**src/design/addrgen_defines.svh**
```systemverilog
// address generator width, step and fifo depth macros
`ifndef ADDRGEN_DEFINES_SVH
`define ADDRGEN_DEFINES_SVH

// bytes in one memory word, also the byte lanes of the strobe
`define ADDRGEN_STEP_BYTES 4

// byte address width on the memory port
`define ADDRGEN_ADDR_W 32

// width of the word, line and feature counters
`define ADDRGEN_CNT_W 10

// signed strides between lines and features
`define ADDRGEN_STRIDE_W 16

// raw beats held between producer and consumer
`define ADDRGEN_FIFO_DEPTH 4

`endif

```
**src/design/addrgen_cfg_pkg.sv**
```systemverilog
// configuration vector types and the job configuration struct
`default_nettype none

`include "addrgen_defines.svh"

package addrgen_cfg_pkg;

  // byte address, unaligned allowed
  typedef logic [`ADDRGEN_ADDR_W-1:0] addr_t;

  // signed byte distance, added as two's complement
  typedef logic signed [`ADDRGEN_STRIDE_W-1:0] stride_t;

  // loop count or loop index
  typedef logic [`ADDRGEN_CNT_W-1:0] count_t;

  // latched once per job on the start pulse
  typedef struct packed {
    addr_t   base_addr;   // byte address of word 0, line 0, feature 0
    count_t  line_length; // words per line
    stride_t line_stride; // bytes from one line to the next
    count_t  feat_length; // lines per feature
    stride_t feat_stride; // bytes from one feature offset to the next
    count_t  feat_total;  // features in the job
    count_t  feat_roll;   // features per roll period
    logic    loop_outer;  // 1: offset reused roll times, 0: offset wraps
  } addrgen_cfg_t;

  // outer mode:
  //   offset moves once every feat_roll features
  //   so each offset is walked feat_roll times in a row
  // inner mode:
  //   offset moves every feature
  //   back to zero once feat_roll features are done
  // feat_roll of 0 or 1 acts as a roll period of one

endpackage

`default_nettype wire

```
**src/design/addrgen_beat_pkg.sv**
```systemverilog
// beat types, the raw producer beat and the formatted output beat
`default_nettype none

`include "addrgen_defines.svh"

package addrgen_beat_pkg;

  import addrgen_cfg_pkg::*;

  // one bit per byte lane of a word
  typedef logic [`ADDRGEN_STEP_BYTES-1:0] strb_t;

  // producer to consumer, address still unaligned
  typedef struct packed {
    addr_t byte_addr;  // base + offsets, low bits kept
    logic  first;      // first beat of a line
    logic  last;       // last beat of a line
    logic  misaligned; // job needs partial strobes
    logic  final_beat; // last beat of the whole job
  } raw_beat_t;

  // what leaves on the memory port
  typedef struct packed {
    addr_t addr; // word aligned
    strb_t strb; // byte enables
  } out_beat_t;

  // misaligned lines carry one extra beat:
  //   first beat masks the lanes below the byte offset
  //   last beat keeps only those lanes

endpackage

`default_nettype wire

```
**src/design/addrgen_loop_counter.sv**
```systemverilog
// producer: word/line/feature loop counters and raw beat register
`timescale 1ns/1ps
`default_nettype none

`include "addrgen_defines.svh"

module addrgen_loop_counter
  import addrgen_cfg_pkg::*;
  import addrgen_beat_pkg::*;
(
  input  wire logic   clk_i,
  input  wire logic   rst_ni,
  input  wire logic   start_i,      // single cycle, taken when idle
  input  addrgen_cfg_t cfg_i,
  output logic        busy_o,
  output logic        beat_valid_o,
  output raw_beat_t   beat_o,
  input  wire logic   beat_ready_i
);

  localparam int unsigned LOW_W = $clog2(`ADDRGEN_STEP_BYTES);

  typedef enum logic {
    ST_IDLE,
    ST_RUN
  } state_e;

  state_e       state_q;
  addrgen_cfg_t cfg_q;    // job config, held for the whole run
  addrgen_cfg_t cfg_sel;  // live config while starting, else latched
  logic         mis_sel;  // any of base / strides off word boundary
  count_t       len_sel;  // beats per line incl. the extra one
  logic         start_acc;
  logic         beat_acc;
  logic         word_last;
  logic         line_last;
  logic         roll_last;
  count_t       word_q, word_d; // position of the beat held in beat_o
  count_t       line_q, line_d;
  count_t       roll_q, roll_d; // index inside the roll period
  count_t       feat_q, feat_d; // features done so far
  addr_t        line_off_q, line_off_d;
  addr_t        feat_off_q, feat_off_d;
  raw_beat_t    beat_d;

  function automatic addr_t sext(stride_t s);
    return {{(`ADDRGEN_ADDR_W - `ADDRGEN_STRIDE_W){s[`ADDRGEN_STRIDE_W-1]}}, s};
  endfunction

  function automatic logic is_last(count_t idx, count_t len);
    return idx == count_t'(len - 1'b1);
  endfunction

  assign busy_o       = (state_q == ST_RUN);
  assign beat_valid_o = busy_o; // one beat always pending while running

  assign start_acc = (state_q == ST_IDLE) && start_i;
  assign beat_acc  = beat_valid_o && beat_ready_i;
  assign cfg_sel   = start_acc ? cfg_i : cfg_q;

  assign mis_sel = (|cfg_sel.base_addr[LOW_W-1:0]) ||
                   (|cfg_sel.line_stride[LOW_W-1:0]) ||
                   (|cfg_sel.feat_stride[LOW_W-1:0]);
  assign len_sel = cfg_sel.line_length + count_t'(mis_sel);

  // where the current beat sits in the loops
  assign word_last = is_last(word_q, len_sel);
  assign line_last = is_last(line_q, cfg_sel.feat_length);
  assign roll_last = (cfg_sel.feat_roll <= count_t'(1)) || is_last(roll_q, cfg_sel.feat_roll);

  // next loop position, innermost first
  always_comb begin
    word_d     = word_q;
    line_d     = line_q;
    roll_d     = roll_q;
    feat_d     = feat_q;
    line_off_d = line_off_q;
    feat_off_d = feat_off_q;
    if (start_acc) begin
      word_d     = '0;
      line_d     = '0;
      roll_d     = '0;
      feat_d     = '0;
      line_off_d = '0;
      feat_off_d = '0;
    end else if (beat_acc) begin
      if (!word_last) begin
        word_d = word_q + 1'b1;
      end else if (!line_last) begin
        word_d     = '0;
        line_d     = line_q + 1'b1;
        line_off_d = line_off_q + sext(cfg_sel.line_stride);
      end else begin
        // feature boundary
        word_d     = '0;
        line_d     = '0;
        line_off_d = '0;
        feat_d     = feat_q + 1'b1;
        roll_d     = roll_last ? '0 : roll_q + 1'b1;
        if (cfg_sel.loop_outer) begin
          if (roll_last) feat_off_d = feat_off_q + sext(cfg_sel.feat_stride);
        end else if (roll_last) begin
          feat_off_d = '0; // inner mode wraps
        end else begin
          feat_off_d = feat_off_q + sext(cfg_sel.feat_stride);
        end
      end
    end
  end

  // beat for the next position
  always_comb begin
    beat_d.byte_addr  = cfg_sel.base_addr + feat_off_d + line_off_d +
                        addr_t'(word_d) * addr_t'(`ADDRGEN_STEP_BYTES);
    beat_d.first      = (word_d == '0);
    beat_d.last       = is_last(word_d, len_sel);
    beat_d.misaligned = mis_sel;
    beat_d.final_beat = beat_d.last && is_last(line_d, cfg_sel.feat_length) &&
                        is_last(feat_d, cfg_sel.feat_total);
  end

  always_ff @(posedge clk_i or negedge rst_ni) begin
    if (!rst_ni) begin
      state_q    <= ST_IDLE;
      word_q     <= '0;
      line_q     <= '0;
      roll_q     <= '0;
      feat_q     <= '0;
      line_off_q <= '0;
      feat_off_q <= '0;
    end else begin
      if (start_acc) state_q <= ST_RUN;
      else if (beat_acc && beat_o.final_beat) state_q <= ST_IDLE; // job handed off
      word_q     <= word_d;
      line_q     <= line_d;
      roll_q     <= roll_d;
      feat_q     <= feat_d;
      line_off_q <= line_off_d;
      feat_off_q <= feat_off_d;
    end
  end

  always_ff @(posedge clk_i) begin
    if (start_acc) cfg_q <= cfg_i;
    if (start_acc || beat_acc) beat_o <= beat_d; // held while stalled
  end

endmodule

`default_nettype wire

```
**src/design/addrgen_beat_fifo.sv**
```systemverilog
// circular fifo for raw beats with registered valid and ready-when-not-full
`timescale 1ns/1ps
`default_nettype none

`include "addrgen_defines.svh"

module addrgen_beat_fifo
  import addrgen_beat_pkg::*;
#(
  parameter int unsigned DEPTH = `ADDRGEN_FIFO_DEPTH
) (
  input  wire logic  clk_i,
  input  wire logic  rst_ni,
  input  wire logic  in_valid_i,
  input  raw_beat_t  in_beat_i,
  output logic       in_ready_o,
  output logic       out_valid_o,
  output raw_beat_t  out_beat_o,
  input  wire logic  out_ready_i
);

  localparam int unsigned PTR_W = (DEPTH > 1) ? $clog2(DEPTH) : 1;
  localparam int unsigned OCC_W = $clog2(DEPTH + 1);

  typedef logic [PTR_W-1:0] ptr_t; // slot index
  typedef logic [OCC_W-1:0] occ_t; // entries in use

  raw_beat_t mem_q [DEPTH];
  ptr_t      wr_ptr_q;
  ptr_t      rd_ptr_q;
  occ_t      count_q;
  logic      push;
  logic      pop;

  function automatic ptr_t ptr_inc(ptr_t p);
    return (p == ptr_t'(DEPTH - 1)) ? '0 : p + 1'b1; // wraps for any depth
  endfunction

  assign in_ready_o  = (count_q != occ_t'(DEPTH)); // only full refuses
  assign out_valid_o = (count_q != '0);
  assign out_beat_o  = mem_q[rd_ptr_q]; // head slot, a register
  assign push = in_valid_i && in_ready_o;
  assign pop  = out_valid_o && out_ready_i;

  always_ff @(posedge clk_i or negedge rst_ni) begin
    if (!rst_ni) begin
      wr_ptr_q <= '0;
      rd_ptr_q <= '0;
      count_q  <= '0;
    end else begin
      if (push) wr_ptr_q <= ptr_inc(wr_ptr_q);
      if (pop) rd_ptr_q <= ptr_inc(rd_ptr_q);
      // occupancy
      case ({push, pop})
        2'b10:   count_q <= count_q + 1'b1;
        2'b01:   count_q <= count_q - 1'b1;
        default: count_q <= count_q; // both or none
      endcase
    end
  end

  // storage
  always_ff @(posedge clk_i) begin
    if (push) mem_q[wr_ptr_q] <= in_beat_i;
  end

endmodule

`default_nettype wire

```
**src/design/addrgen_strobe_unit.sv**
```systemverilog
// consumer: word alignment, byte strobe build and done pulse
`timescale 1ns/1ps
`default_nettype none

`include "addrgen_defines.svh"

module addrgen_strobe_unit
  import addrgen_beat_pkg::*;
(
  input  wire logic in_valid_i,
  input  raw_beat_t in_beat_i,
  output logic      in_ready_o,
  output logic      valid_o,
  output out_beat_t beat_o,
  input  wire logic ready_i,
  output logic      done_o
);

  localparam int unsigned LOW_W = $clog2(`ADDRGEN_STEP_BYTES);

  strb_t head_mask; // lanes at and above the byte offset

  assign head_mask = strb_t'('1) << in_beat_i.byte_addr[LOW_W-1:0];

  // handshake straight through, no storage here
  assign valid_o    = in_valid_i;
  assign in_ready_o = ready_i;

  // pulse with the transfer of the job's last beat
  assign done_o = in_valid_i && ready_i && in_beat_i.final_beat;

  always_comb begin
    beat_o.addr = in_beat_i.byte_addr;
    beat_o.addr[LOW_W-1:0] = '0; // word aligned
    beat_o.strb = '1;
    if (in_beat_i.misaligned) begin
      // offset is the same for every beat of a line
      if (in_beat_i.first) beat_o.strb = head_mask;
      if (in_beat_i.last) beat_o.strb = ~head_mask; // tail lanes only
    end
  end

  // aligned jobs:
  //   byte offset is zero, head_mask is all ones
  //   strobes stay full on every beat
  // misaligned jobs:
  //   line has line_length + 1 beats
  //   so first and last never land on the same beat

endmodule

`default_nettype wire

```
**src/design/addrgen_top.sv**
```systemverilog
// top level: loop counter, beat fifo and strobe unit
`timescale 1ns/1ps
`default_nettype none

`include "addrgen_defines.svh"

module addrgen_top
  import addrgen_cfg_pkg::*;
  import addrgen_beat_pkg::*;
(
  input  wire logic    clk_i,
  input  wire logic    rst_ni,
  input  wire logic    start_i,
  input  addrgen_cfg_t cfg_i,
  output logic         busy_o,
  output logic         valid_o,
  output out_beat_t    beat_o,
  input  wire logic    ready_i,
  output logic         done_o
);

  logic      prod_busy;  // producer still walking loops
  logic      beat_valid;
  logic      beat_ready;
  raw_beat_t prod_beat;
  logic      fifo_valid; // beats still queued
  logic      fifo_ready;
  raw_beat_t fifo_beat;

  // job busy until producer done and fifo drained
  assign busy_o = prod_busy | fifo_valid;

  addrgen_loop_counter u_loop_counter (
    .clk_i        (clk_i),
    .rst_ni       (rst_ni),
    .start_i      (start_i),
    .cfg_i        (cfg_i),
    .busy_o       (prod_busy),
    .beat_valid_o (beat_valid),
    .beat_o       (prod_beat),
    .beat_ready_i (beat_ready)
  );

  addrgen_beat_fifo #(
    .DEPTH (`ADDRGEN_FIFO_DEPTH)
  ) u_beat_fifo (
    .clk_i       (clk_i),
    .rst_ni      (rst_ni),
    .in_valid_i  (beat_valid),
    .in_beat_i   (prod_beat),
    .in_ready_o  (beat_ready),
    .out_valid_o (fifo_valid),
    .out_beat_o  (fifo_beat),
    .out_ready_i (fifo_ready)
  );

  addrgen_strobe_unit u_strobe_unit (
    .in_valid_i (fifo_valid),
    .in_beat_i  (fifo_beat),
    .in_ready_o (fifo_ready),
    .valid_o    (valid_o),
    .beat_o     (beat_o),
    .ready_i    (ready_i),
    .done_o     (done_o)
  );

endmodule

`default_nettype wire

```
**config.mk**
```make
export PLATFORM = sky130hd
export DESIGN_NAME = addrgen_top
export DESIGN_NICKNAME = d
export VERILOG_FILES = /design/src/design/addrgen_cfg_pkg.sv /design/src/design/addrgen_beat_pkg.sv /design/src/design/addrgen_loop_counter.sv /design/src/design/addrgen_beat_fifo.sv /design/src/design/addrgen_strobe_unit.sv /design/src/design/addrgen_top.sv
export VERILOG_INCLUDE_DIRS = /design/src /design/src/design
export SDC_FILE = /design/constraint.sdc
export NUM_CORES = 1
export LEC_CHECK = 0
export ABC_CLOCK_PERIOD_IN_PS = 22400
export BUFFER_PORTS_ARGS = -buffer_cell sky130_fd_sc_hd__buf_4
export CELL_PAD_IN_SITES_DETAIL_PLACEMENT = 0
export CELL_PAD_IN_SITES_GLOBAL_PLACEMENT = 1
export CORE_MARGIN = 8
export CORE_UTILIZATION = 53
export DETAILED_ROUTE_END_ITERATION = 16
export HOLD_SLACK_MARGIN = 0.12
export PLACE_DENSITY = 0.93
export RECOVER_POWER = 25
export SETUP_SLACK_MARGIN = 0.1
export SLEW_MARGIN = 15
export SYNTH_ARGS = -nofsm -noshare
export SYNTH_HDL_FRONTEND = slang
export SYNTH_SLANG_ARGS = --single-unit
export TNS_END_PERCENT = 50
```
**constraint.sdc**
```tcl
create_clock -name clk_i -period 22.4 [get_ports clk_i]
set_clock_uncertainty 0.2 [all_clocks]
set_input_delay 1.12 -clock clk_i [delete_from_list [all_inputs] [get_ports clk_i]]
set_output_delay 1.12 -clock clk_i [all_outputs]
set_load 0.02 [all_outputs]
```
==> parameters.txt <==
Parameter                              Value

CTS
  TritonCTS clock tree    done
  Buffer type at the clock tree root    sky130_fd_sc_hd__clkbuf_16
  Number of sinks driven by the clock tree    397
  Count of hold buffers inserted by post-cts repair    0
  CTS HTree Levels    2
  Cts bufs inserted    43
  Number of buffers on the longest clock path    3
  Setup fix buffers added after clock tree synthesis    0
  Clock transition at the registers of the reported paths    60 ps
  Post-cts resize count    0
  Clock latency on the worst-skew pair    580 ps

Synth
  Number of flops mapped to enable cells by yosys    180
  Seq/Total Area, Yosys    45.61%
  Cells after synthesis    2,123
  Syn Area/Cell    10.65 sq um
  Async set-reset flop share out of synthesis    28.21%
  Warnings, synthesis    0
  Area of the mapped netlist    0.02261 sq mm
  Number of distinct library cells after synthesis    92
  Count of state elements after synthesis    397
  Dominant register cell in the synthesized netlist    sky130_fd_sc_hd__edfxtp_1

Floorplanning
  Effective utilization at floorplan    53.77%
  Die boundary height    222.5 um
  Std-Cell Rows    75
  Die outline width    222.5 um
  Full die area    0.04952 sq mm
  Floorplan core area    0.04204 sq mm
  Top-level port count    148

GRT
  Met2 layer usage reported by global route    37.13%
  Largest net degree at the start of global routing    139
  Global-route usage over all layers    22.15%
  Vias in the first global route    16,460
  GR Overflow Total    0
  Met3 global-route usage    3.030%
  Initial antenna violation count    0
  Met1 track utilization from global routing    29.70%
  GRT busiest layer    met2
  First-pass GRT wire length    88,630 um

Power
  Switching power of the nets    1.333 mW
  Worst voltage drop across the vdd grid    0.08144 mV
  Register share of total power    35.7%
  Total power draw    3.458 mW
  Internal Pwr Total    2.126 mW
  Clk pwr share    20.4%
  Lkg Pwr    11.71 nW
  Pwr/cell area    135.1 mW/mm^2
  Switching share of total power    38.54%
  Combinational fraction of design power    43.9%

Timing
  Setup total negative slack    0 ps
  Final setup violation count    0
  Worst slew slack as a fraction of its limit    -69.14%
  Shortest period the worst path allows    10,720 ps
  Tcrit/Tclk final    47.86%
  RSZ-0062 raised after global routing    false
  Pins over their slew limit    44
  Number of hold-slack violations in the final timing report    0
  Fmax    0.09328 GHz
  Transition time of the tightest slew-check pin    2537 ps
  Tightest hold margin    275.9 ps

Critical path
  Maximum net fanout on the critical path    64
  Signal arrival time at the worst endpoint    10,840 ps
  Cell with the largest stage delay on the worst path    sky130_fd_sc_hd__buf_4
  Category of the worst setup path launch point    flip-flop
  Required time at the worst-slack endpoint    22,520 ps
  Endpoint type of the worst setup path    flip-flop
  Highest cell delay on the worst timing path    660 ps
  Type of the worst setup path    reg2reg

Status
  Violations in the final reports    capacitance limit, slew limit
  Outcome    finished with violations

Job
  Number of maximum-capacitance violations    1

Detailed routing
  Drt first pass iters    5
  Via count    16,480
  Post-DRT Antenna Nets    0
  Via count normalized by instance count    5.815
  DR iter-0 viols    1,234
  Overall routed net length    56,190 um
  Detailed-route DRC error count    0
  Routed length per placed instance    19.83 um

Layout
  Leading cell types in the layout, fill and taps excluded    sky130_fd_sc_hd__nand2_1, sky130_fd_sc_hd__edfxtp_1, sky130_fd_sc_hd__buf_4
  Utilization after layout    60.87%
  Most common library cell in the layout ignoring fill and taps    sky130_fd_sc_hd__nand2_1
  Fraction of final layout cells sized beyond drive strength 1    13.73%
  Final net count    2,540
  N_diodes    0
  Layout area overhead    13.20%
  Filler cells    3,382

Placement
  Detailed placer's ending HPWL    40,880 um
  Final weighted congestion of routability-driven global placement    0.9013
  Number of I/O port buffers    145

Min path
  Worst hold path type    reg2reg
metrics by stage:
| stage | worst slack (ps) | cells | area, sq um |
|---|---|---|---|
| 3_3_place_gp | 11300 | 2753 | 24200 |
| 2_1_floorplan | 11860 | 2124 | 22610 |
| 6_report | 11680 | 2833 | 25590 |
| 3_5_place_dp | 11140 | 2753 | 24200 |
| 5_1_grt | 10900 | 2833 | 25590 |
| 4_1_cts | 11660 | 2833 | 25590 |
cell usage after synthesis (51+ instances only):
| library cell | count | area, sq um |
|---|---|---|
| sky130_fd_sc_hd__a21oi_1 | 98 | 490.5 |
| sky130_fd_sc_hd__dfrtp_1 | 112 | 2803 |
| sky130_fd_sc_hd__dfxtp_1 | 105 | 2102 |
| sky130_fd_sc_hd__edfxtp_1 | 180 | 5405 |
| sky130_fd_sc_hd__ha_1 | 127 | 1589 |
| sky130_fd_sc_hd__inv_1 | 127 | 476.7 |
| sky130_fd_sc_hd__mux2i_1 | 51 | 510.5 |
| sky130_fd_sc_hd__nand2_1 | 269 | 1010 |
| sky130_fd_sc_hd__nor2_1 | 156 | 585.6 |
| sky130_fd_sc_hd__o21ai_0 | 87 | 435.4 |
| sky130_fd_sc_hd__xnor2_1 | 113 | 989.7 |
| sky130_fd_sc_hd__xor2_1 | 65 | 569.3 |
routing by layer:
metal  vias up  wire (um)
met4         0       1304
li1       7828          -
met2       466      26630
met3        77       2879
met1      8104      25380
met5         -          0
sequential cells by signal, summed over array words and instances, names as in the netlist:
| signal | cells |
|---|---|
| u_beat_fifo.count_q | 3 |
| u_loop_counter.line_off_q | 32 |
| u_loop_counter.feat_off_q | 32 |
| u_beat_fifo.mem_q | 144 |
| u_loop_counter.beat_valid_o | 1 |
| u_loop_counter.line_q | 10 |
| u_beat_fifo.wr_ptr_q | 2 |
| u_loop_counter.word_q | 10 |
| u_loop_counter.cfg_q | 105 |
| u_loop_counter.beat_o | 36 |
| u_beat_fifo.rd_ptr_q | 2 |
| u_loop_counter.roll_q | 10 |
| u_loop_counter.feat_q | 10 |
kinds of logic after synthesis:
family	after synthesis	synth area share [%]
buffers and inverters	203	3.670
flip-flops	397	45.61
multiplexers	104	6.814
AND/OR/NAND/NOR	678	14.20
XOR/XNOR	185	7.594
adder cells (fa/ha/maj)	172	11.01
AO/OA/AOI/OAI	383	11.08
other	1	0.01659
power by group through the flow:
stage	registers (mW)	clock network, mW	logic (mW)
2_1_floorplan	1.19	0	1.10
3_3_place_gp	1.21	0	1.48
3_5_place_dp	1.24	0	1.51
4_1_cts	1.23	0.721	1.52
5_1_grt	1.26	0.749	1.66
6_report	1.23	0.706	1.52
worst max-delay path, delay by kind of cell, from the launching register on:
family,cells,cell delay [ps]
buffers and inverters,6,1440
AND/OR/NAND/NOR,10,2510
XOR/XNOR,2,430
flip-flops,1,610
multiplexers,1,420
AO/OA/AOI/OAI,14,3350
adder cells (fa/ha/maj),5,1470
path summary, 6_finish.rpt:
check / cells past startpoint / startpoint / endpoint / slack (ps)
worst max-delay path: 38 / u_loop_counter.beat_valid_o / u_loop_counter.beat_o[34] / 11680
worst min-delay path: 2 / u_loop_counter.cfg_q[92] / u_loop_counter.cfg_q[92] / 280
worst max register to register: 38 / u_loop_counter.beat_valid_o / u_loop_counter.beat_o[34] / 11680
worst min register to register: 2 / u_loop_counter.cfg_q[92] / u_loop_counter.cfg_q[92] / 280
max in group asynchronous: 2 / rst_ni / u_beat_fifo.rd_ptr_q[0] / 18660
min in group asynchronous: 1 / rst_ni / u_loop_counter.roll_q[2] / 1130
area by class of cell:
type / count / area (sq um) / share of cell area (%)
Multi-Input combinational cell: 1524 / 11490 / 44.90
Sequential cell: 397 / 10310 / 40.29
Timing Repair Buffer: 162 / 1225 / 4.787
Clock buffer: 60 / 1180 / 4.611
Tap cell: 539 / 674.4 / 2.635
Inverter: 131 / 491.7 / 1.922
Clock inverter: 20 / 217.7 / 0.8508
No activity file was read; power rests on OpenSTA's default activity.
